## config.mk

```make
export PLATFORM = sky130hd
export DESIGN_NAME = lane_encode
export DESIGN_NICKNAME = d
export VERILOG_FILES = /design/src/lsu_pkg.sv /design/src/key_mux.sv /design/src/lane_encode.sv
export VERILOG_INCLUDE_DIRS = /design/src /design/src/include
export SDC_FILE = /design/constraint.sdc
export NUM_CORES = 1
export LEC_CHECK = 0
export ABC_AREA = 1
export BUFFER_PORTS_ARGS = -buffer_cell sky130_fd_sc_hd__clkbuf_2
export CAP_MARGIN = 20
export CORE_UTILIZATION = 48
export DETAILED_ROUTE_END_ITERATION = 10
export PLACE_DENSITY = 0.87
export REMOVE_ABC_BUFFERS = 1
export SLEW_MARGIN = 20
export SYNTH_ARGS = -nofsm -noshare
export SYNTH_HDL_FRONTEND = slang
export SYNTH_SLANG_ARGS = --single-unit
```

## constraint.sdc

```tcl
create_clock -name vclk -period 2
set_input_delay 0.2 -clock vclk [all_inputs]
set_output_delay 0.2 -clock vclk [all_outputs]
set_load 0.05 [all_outputs]
```

## src/include/lsu_cfg.svh

```systemverilog
// Load/store unit configuration

`ifndef LSU_CFG_SVH
`define LSU_CFG_SVH

// data path and address width in bits.
`define LSU_XLEN 64

// depth of the data RAM, in 64-bit words.
`define LSU_MEM_WORDS 256

// word index width, taken from address bits above the byte offset.
// must cover LSU_MEM_WORDS exactly so that addresses wrap cleanly.
`define LSU_IDX_W 8

`endif

```

## src/lsu_pkg.sv

```systemverilog
// Load/store unit types

`include "lsu_cfg.svh"

package lsu_pkg;

  // memory operation code, low bit marks unsigned loads.
  typedef enum logic [2:0] {
    OP_B    = 3'b000,
    OP_BU   = 3'b001,
    OP_H    = 3'b010,
    OP_HU   = 3'b011,
    OP_W    = 3'b100,
    OP_WU   = 3'b101,
    OP_D    = 3'b110,
    OP_NONE = 3'b111
  } mem_op_t;

  typedef logic [7:0] byte_mask_t; // one bit per byte lane.

  typedef logic [`LSU_XLEN-1:0] word_t;

  // OP_D shares the low bit pattern but is a full word.
  function automatic logic op_unsigned(mem_op_t op);
    return op[0] && (op != OP_D);
  endfunction

  // offset bits that must be zero for an aligned access.
  function automatic logic [2:0] op_align_mask(mem_op_t op);
    case (op)
      OP_H, OP_HU: return 3'b001;
      OP_W, OP_WU: return 3'b011;
      OP_D:        return 3'b111;
      default:     return 3'b000;
    endcase
  endfunction

endpackage

```

## src/key_mux.sv

```systemverilog
// Keyed lookup multiplexer

`timescale 1ns/1ps

module key_mux #(
  parameter int  NR_KEY  = 2,
  parameter int  KEY_LEN = 1,
  parameter type T       = logic [7:0]
) (
  input  logic [KEY_LEN-1:0]           i_key,
  input  logic [KEY_LEN+$bits(T)-1:0]  i_lut [NR_KEY],
  input  T                             i_default,
  output T                             o_out
);

  localparam int DATA_W = $bits(T);

  logic hit; // first match wins.

  // each entry is {key, value}, key in the upper bits.
  always_comb begin
    o_out = i_default;
    hit   = 1'b0;
    for (int k = 0; k < NR_KEY; k++) begin
      if (!hit && (i_lut[k][KEY_LEN+DATA_W-1 -: KEY_LEN] == i_key)) begin
        o_out = T'(i_lut[k][DATA_W-1:0]);
        hit   = 1'b1;
      end
    end
  end

endmodule

```

## src/lane_encode.sv

```systemverilog
// Store lane encoder

`timescale 1ns/1ps

module lane_encode (
  input  lsu_pkg::mem_op_t    i_op,
  input  logic [2:0]          i_offset,
  input  lsu_pkg::word_t      i_wdata,
  output lsu_pkg::byte_mask_t o_mask,
  output lsu_pkg::word_t      o_wdata,
  output logic                o_misaligned
);

  import lsu_pkg::*;

  localparam int KEY_W = $bits(mem_op_t);
  localparam int LUT_W = KEY_W + $bits(byte_mask_t);

  // size mask per op, OP_NONE falls to the empty default.
  localparam logic [LUT_W-1:0] MASK_LUT [7] = '{
    {OP_B,  8'b0000_0001},
    {OP_BU, 8'b0000_0001},
    {OP_H,  8'b0000_0011},
    {OP_HU, 8'b0000_0011},
    {OP_W,  8'b0000_1111},
    {OP_WU, 8'b0000_1111},
    {OP_D,  8'b1111_1111}
  };

  byte_mask_t size_mask; // enables before lane shift.

  key_mux #(
    .NR_KEY  (7),
    .KEY_LEN (KEY_W),
    .T       (byte_mask_t)
  ) u_mask_lut (
    .i_key     (i_op),
    .i_lut     (MASK_LUT),
    .i_default ('0),
    .o_out     (size_mask)
  );

  // move enables and data up into the addressed lanes.
  assign o_mask  = size_mask << i_offset;
  assign o_wdata = i_wdata << {i_offset, 3'b000};

  // offset must be a multiple of the access size.
  assign o_misaligned = |(i_offset & op_align_mask(i_op));

endmodule

```

==> qor.yml <==
die_w_um: 69.0
final_area_sq_um: 2870
diodes: 0
drive_gt1_frac: 0.272
netlist_area_sq_um: 2160
grt_max_degree: 90
grt-ovfl-total: 0
cts_setup_buffers: 0
num-nets-final: 650
setup_viol: 0
hp-start: "i_wdata[7]"
io_buffers: 143
cts_resized: 0
synth_area_leaders: "nand2_1 34%, nand3_1 28%, o211ai_1 11%, buf_2 5.6%, nor2_1 4.9%"
gp_congestion: 0.928
dpl-instance-area_sq_um: 2870
fmaxAchievable_mhz: 587
seq_area_sq_um: 0
crit_arrival_ns: 1.50
via_per_inst: 5.74
syn_avg_cell_area_sq_um: 4.62
grt_pass1_vias: 3114
critical_path_class: "input pin to output port"
worstHoldPathType: "input pin to output port"
ant_nets: 0
totalWireLength_um: 7350
maxCapViolCount: 0
tns_ns: 0
hold-path-cell-count: 4
met3_length_um: 589
endpoint_kind: "output port"
slew_headroom: 0.762
syn2layout_area_growth_pct: 33.3
startpoint_type: "input pin"
grt.total_usage: 0.284
dieArea_sq_um: 4760
vias: 3615
grt_pass1_wl_um: 12200
worst_slew_pin_slew_ns: 0.354
synth.distinct_cells: 17
critPathCapture: "o_wdata[28]"
dr.pass1.iters: 5
slew_violations: 0
io_pins: 143
initial_core_util: 0.499
postCtsHoldBufs: 0
antenna_found_initial: 0
wl_met1_um: 3050
status: "complete, no violations"
hpwlAfterDp_um: 5510
yosysTopAreaCell: "nand2_1"
postSynthCellCount: 467
nClkBuffers: 0
routed.top_layer: "met4"
crit_start: "i_offset[0]"
routedWlPerCell_um: 11.7
rsz0062_at_grt: "no"
first_iter_violations: 307
remaining_drc_errors: 0
synth_commonest_cells: "198 x nand2_1, 122 x nand3_1, 31 x o211ai_1"
ys_seq_area_frac: 0
required_ns: 1.80
hold_viol: 0
final_util: 0.664
worstPathMaxFanout: 35
power.total_w: 0.00109
min_period_ns: 1.70
ir_drop_uv: 207
route.met2.wl_um: 3570
yosysTopAreaCellShare: 0.345
p_leak_nw: 1.74
coreArea_sq_um: 4320
yosysMostFrequentCell: "nand2_1"
die_y_um: 69.0
std_cell_rows: 24
p_per_area_nw_per_um2: 381
yosysWarnings: 0
design.seq.count: 0
min_period_over_period: 0.852
report_power, final:
group	total, W	leakage [nW]	internal [W]	switching (W)
Combinational	0.00109	1.74	0.000293	0.000801
Clock	0	0	0	0
Sequential	0	0	0	0
Total	0.00109	1.74	0.000293	0.000801
metrics by stage:
stage               instances  setup WS [ns]  hold WS [ns]
detailed placement        630          0.307         0.793
global placement          630          0.364         0.795
finish                    630          0.295         0.803
CTS                       630          0.307         0.800
floorplan                 425         -0.378         0.576
global route              630          0.169         0.848
how the worst min path moves through the flow:
stage,to,slack [ns]
CTS,o_wdata[7],0.80
finish,o_wdata[7],0.80
global route,o_wdata[7],0.85
detailed placement,o_wdata[7],0.79
global placement,o_wdata[7],0.80
floorplan,o_mask[1],0.58
logic make-up (layout without fill, tap and decap cells):
family	after synthesis	after routing	share of synthesized area
buffers and inverters	63	174	0.147
AOI/OAI and AO/OA	33	33	0.116
and+or+nand+nor	371	371	0.737
cells in the final DEF (no fill, tap or decap), drive strengths merged:
| cell type | count |
|---|---|
| and2 | 2 |
| buf | 14 |
| nand2 | 198 |
| nor3 | 12 |
| o211ai | 32 |
| o21ai | 1 |
| inv | 21 |
| clkbuf | 139 |
| nand4 | 9 |
| nor2 | 28 |
| nand3 | 122 |
cell type report:
cell class	count	area (sq um)
Fill cell	403	1450
Timing Repair Buffer	153	888
Multi-Input combinational cell	404	1840
Tap cell	52	65.1
Inverter	21	81.3
critical path: stages:
cell      delay, ns
clkbuf_2       0.13
inv_4          0.27
buf_4          0.26
nand2_1        0.09
nand3_1        0.10
nand2_1        0.07
nor2_1         0.10
clkbuf_2       0.29
routing by layer:
layer / GRT usage / vias to the layer above
li1: - / 1792
met1: 0.348 / 1592
met2: 0.511 / 210
met3: 0.0249 / 21
met4: 0.102 / 0
met5: 0 / -
Power figures use the tool's default switching activity.
