===== config.mk =====
export PLATFORM = sky130hd
export DESIGN_NAME = load_align
export DESIGN_NICKNAME = d
export VERILOG_FILES = /design/src/lsu_pkg.sv /design/src/key_mux.sv /design/src/load_align.sv
export VERILOG_INCLUDE_DIRS = /design/src /design/src/include
export SDC_FILE = /design/constraint.sdc
export NUM_CORES = 1
export LEC_CHECK = 0
export BUFFER_PORTS_ARGS = -buffer_cell sky130_fd_sc_hd__buf_2
export CAP_MARGIN = 20
export CELL_PAD_IN_SITES_DETAIL_PLACEMENT = 0
export CELL_PAD_IN_SITES_GLOBAL_PLACEMENT = 2
export CORE_AREA = 2 2 91 180
export DETAILED_ROUTE_END_ITERATION = 12
export DIE_AREA = 0 0 93 182
export PLACE_DENSITY_LB_ADDON = 0.2
export SYNTH_ARGS = -nofsm -noshare
export SYNTH_HDL_FRONTEND = slang
export SYNTH_SLANG_ARGS = --single-unit

===== constraint.sdc =====
create_clock -name vclk -period 1.4
set_input_delay 0.07 -clock vclk [all_inputs]
set_output_delay 0.07 -clock vclk [all_outputs]
set_load 0.01 [all_outputs]

===== src/include/lsu_cfg.svh =====
// Load/store unit configuration

`ifndef LSU_CFG_SVH
`define LSU_CFG_SVH

// data path and address width in bits.
`define LSU_XLEN 64

// depth of the data RAM, in 64-bit words.
`define LSU_MEM_WORDS 256

// word index width, taken from address bits above the byte offset.
// must cover LSU_MEM_WORDS exactly so that addresses wrap cleanly.
`define LSU_IDX_W 8

`endif


===== src/lsu_pkg.sv =====
// Load/store unit types

`include "lsu_cfg.svh"

package lsu_pkg;

  // memory operation code, low bit marks unsigned loads.
  typedef enum logic [2:0] {
    OP_B    = 3'b000,
    OP_BU   = 3'b001,
    OP_H    = 3'b010,
    OP_HU   = 3'b011,
    OP_W    = 3'b100,
    OP_WU   = 3'b101,
    OP_D    = 3'b110,
    OP_NONE = 3'b111
  } mem_op_t;

  typedef logic [7:0] byte_mask_t; // one bit per byte lane.

  typedef logic [`LSU_XLEN-1:0] word_t;

  // OP_D shares the low bit pattern but is a full word.
  function automatic logic op_unsigned(mem_op_t op);
    return op[0] && (op != OP_D);
  endfunction

  // offset bits that must be zero for an aligned access.
  function automatic logic [2:0] op_align_mask(mem_op_t op);
    case (op)
      OP_H, OP_HU: return 3'b001;
      OP_W, OP_WU: return 3'b011;
      OP_D:        return 3'b111;
      default:     return 3'b000;
    endcase
  endfunction

endpackage


===== src/key_mux.sv =====
// Keyed lookup multiplexer

`timescale 1ns/1ps

module key_mux #(
  parameter int  NR_KEY  = 2,
  parameter int  KEY_LEN = 1,
  parameter type T       = logic [7:0]
) (
  input  logic [KEY_LEN-1:0]           i_key,
  input  logic [KEY_LEN+$bits(T)-1:0]  i_lut [NR_KEY],
  input  T                             i_default,
  output T                             o_out
);

  localparam int DATA_W = $bits(T);

  logic hit; // first match wins.

  // each entry is {key, value}, key in the upper bits.
  always_comb begin
    o_out = i_default;
    hit   = 1'b0;
    for (int k = 0; k < NR_KEY; k++) begin
      if (!hit && (i_lut[k][KEY_LEN+DATA_W-1 -: KEY_LEN] == i_key)) begin
        o_out = T'(i_lut[k][DATA_W-1:0]);
        hit   = 1'b1;
      end
    end
  end

endmodule


===== src/load_align.sv =====
// Load data alignment

`timescale 1ns/1ps

`include "lsu_cfg.svh"

module load_align (
  input  lsu_pkg::mem_op_t i_op,
  input  logic [2:0]       i_offset,
  input  lsu_pkg::word_t   i_word,
  input  logic             i_kill,
  output lsu_pkg::word_t   o_data
);

  import lsu_pkg::*;

  localparam int XW    = `LSU_XLEN;
  localparam int LUT_W = 3 + $bits(word_t);

  logic [LUT_W-1:0] shift_lut [8];
  word_t            shifted;   // addressed bytes at bit 0.
  word_t            ext;
  logic             fill;      // sign fill enable.

  // one entry per byte offset, built from the live RAM word.
  always_comb begin
    for (int k = 0; k < 8; k++) begin
      shift_lut[k] = {3'(k), i_word >> (8 * k)};
    end
  end

  key_mux #(
    .NR_KEY  (8),
    .KEY_LEN (3),
    .T       (word_t)
  ) u_shift_lut (
    .i_key     (i_offset),
    .i_lut     (shift_lut),
    .i_default (i_word),
    .o_out     (shifted)
  );

  always_comb begin
    fill = !op_unsigned(i_op);
    case (i_op)
      OP_B, OP_BU: ext = {{(XW-8){fill & shifted[7]}}, shifted[7:0]};
      OP_H, OP_HU: ext = {{(XW-16){fill & shifted[15]}}, shifted[15:0]};
      OP_W, OP_WU: ext = {{(XW-32){fill & shifted[31]}}, shifted[31:0]};
      OP_D:        ext = shifted;
      default:     ext = '0; // no access.
    endcase
  end

  assign o_data = i_kill ? '0 : ext;

endmodule


==> out/results.txt <==
status - finished with violations
failing checks - setup timing
Starting Density - 0.244
Seq cells - 0
worst slew pin tran - 0.458 ns
vias in the first global route - 5725
post-synthesis cell area - 3820 um^2
Startpoint Class - primary input
Final Instance Count excl. Fillers - 974
Total Wirelength - 21.4 mm
Routed Antenna Nets - 0
Wirelength per Cell - 22.0 um
DRT iter0 DRCs - 287
port bufs - 135
leading area contributor after synthesis - a41oi_2
Ports - 135
worst hold margin - 0.553 ns
Die W - 93 um
initial antenna violation count - 0
DRC Markers - 0
Max IR drop VDD - 0.177 mV
syn nets - 615
register area share after synthesis - 0
first-pass GRT wire length - 32.3 mm
GRT Total Usage - 0.241
GPL Wtd Cong - 0.868
worst setup margin - -0.403 ns
sequential cell area - 0 um^2
layout cell share with drive strength beyond 1 - 0.543
maxcap violations - 0
# rows - 65
Req. time, crit path - 1.33 ns
final period utilization - 1.29
min cycle time layout - 1.80 ns
endpoints failing hold - 0
largest net degree at the start of global routing - 39
Crit Path Max Fanout - 7
Yosys top cell area share - 0.128
Synth Warn # - 0
RSZ-0062 raised after global routing - yes
Final Max Slew Viols - 0
Critical Path End Type - output port
most frequent cell after synthesis - nand2_1
Layout area overhead - 80.6%
Setup violations, final - 62
total chip power - 2360 uW
largest cells by area after synthesis - a41oi_2 13%, mux2i_1 10%, nand2_1 7.3%
Crit Path Class - in -> out
detailed placer's ending HPWL - 15.8 mm
die height - 182 um
Commonest cells post-synth - 74 x nand2_1, 51 x o21ai_0, 40 x mux2i_1
Total Die Area - 16900 um^2
# placed instances - 937
Worst slew margin - 0.691
vias - 5563
Lkg Pwr - 0.00279 uW
Detailed Routing Iterations Pass 1 - 6
Layout Nets - 846
diode count - 0
hold_buf cts - 0
Yosys cell types - 64
min-delay worst type - in -> out
clock buf count - 0
fin util - 0.442
Synth Area per Inst - 7.02 um^2
PwrDens - 342 nW/um^2
Data arrival, critical path - 1.73 ns
Gate Count Post-Synth - 544
fill count - 1681
Placeable Area - 15600 um^2
GRT overflow - 0
via/cell ratio - 5.71
FMAX - 555 MHz
-- through the flow --
| stage | setup slack [ns] | area, um^2 | TNS [ns] |
|---|---|---|---|
| after global placement | -0.514 | 5910 | -27.77 |
| after global routing | -0.447 | 6890 | -24.39 |
| after floorplan | -0.131 | 4300 | -4.99 |
| after detailed placement | -0.534 | 5910 | -28.67 |
| final | -0.403 | 6890 | -20.74 |
| after CTS | -0.407 | 6630 | -20.88 |
-- what timing repair did --
action,CTS,global route
setup endpoints to repair,63,64
pin swaps,34,40
gates cloned,11,5
hold endpoints to repair,0,0
buffers inserted,18,7
gates resized for setup,79,43
-- final cells by class --
cell class	instances	area, um^2	share of cell area
multi-input cells	465	4000	0.580
well taps	201	251	0.0365
repair buffers	303	2630	0.381
inverters	5	21.3	0.00309
-- routing by layer --
layer / up-vias / part of all wire / track usage
met5: - / 0 / 0
met4: 0 / 0.046 / 0.0876
met3: 46 / 0.036 / 0.0124
met2: 184 / 0.55 / 0.475
met1: 2709 / 0.37 / 0.261
li1: 2624 / - / -
-- final timing paths --
| kind | from | end | cells past startpoint |
|---|---|---|---|
| max | i_offset[0] | o_data[37] | 8 |
| min | i_word[58] | o_data[2] | 4 |
-- critical path: stages --
cell	delay, ns
buf_12	0.09
mux4_2	0.52
and3_4	0.18
a31oi_4	0.25
buf_6	0.17
clkbuf_16	0.18
a41oi_4	0.12
buf_2	0.16
-- kinds of logic after synthesis --
kind of cell | synth area share
muxes | 0.158
and+or+nand+nor | 0.216
adders and majority gates | 0.00262
buffers and inverters | 0.117
AOI/OAI and AO/OA | 0.507
-- cells in the final DEF, fill, tap and decap left out, drive strengths merged, types with 6 or more instances in the layout --
cell,netlist,layout
buf,50,300
nand3b,10,10
nand2,74,74
and3,6,6
a211o,7,7
a21oi,17,17
nor2,32,32
o22ai,19,19
a41oi,32,32
nand3,15,15
o2bb2ai,6,6
o221ai,10,10
a31oi,18,18
mux2,10,10
nor2b,11,11
mux2i,40,40
o21ai,54,54
o211ai,32,32
-- report_power, final --
part / total, uW / switching (uW) / internal, uW
Combinational: 2360 / 1220 / 1140
Clock: 0 / 0 / 0
Sequential: 0 / 0 / 0
Power figures use the tool's default switching activity.
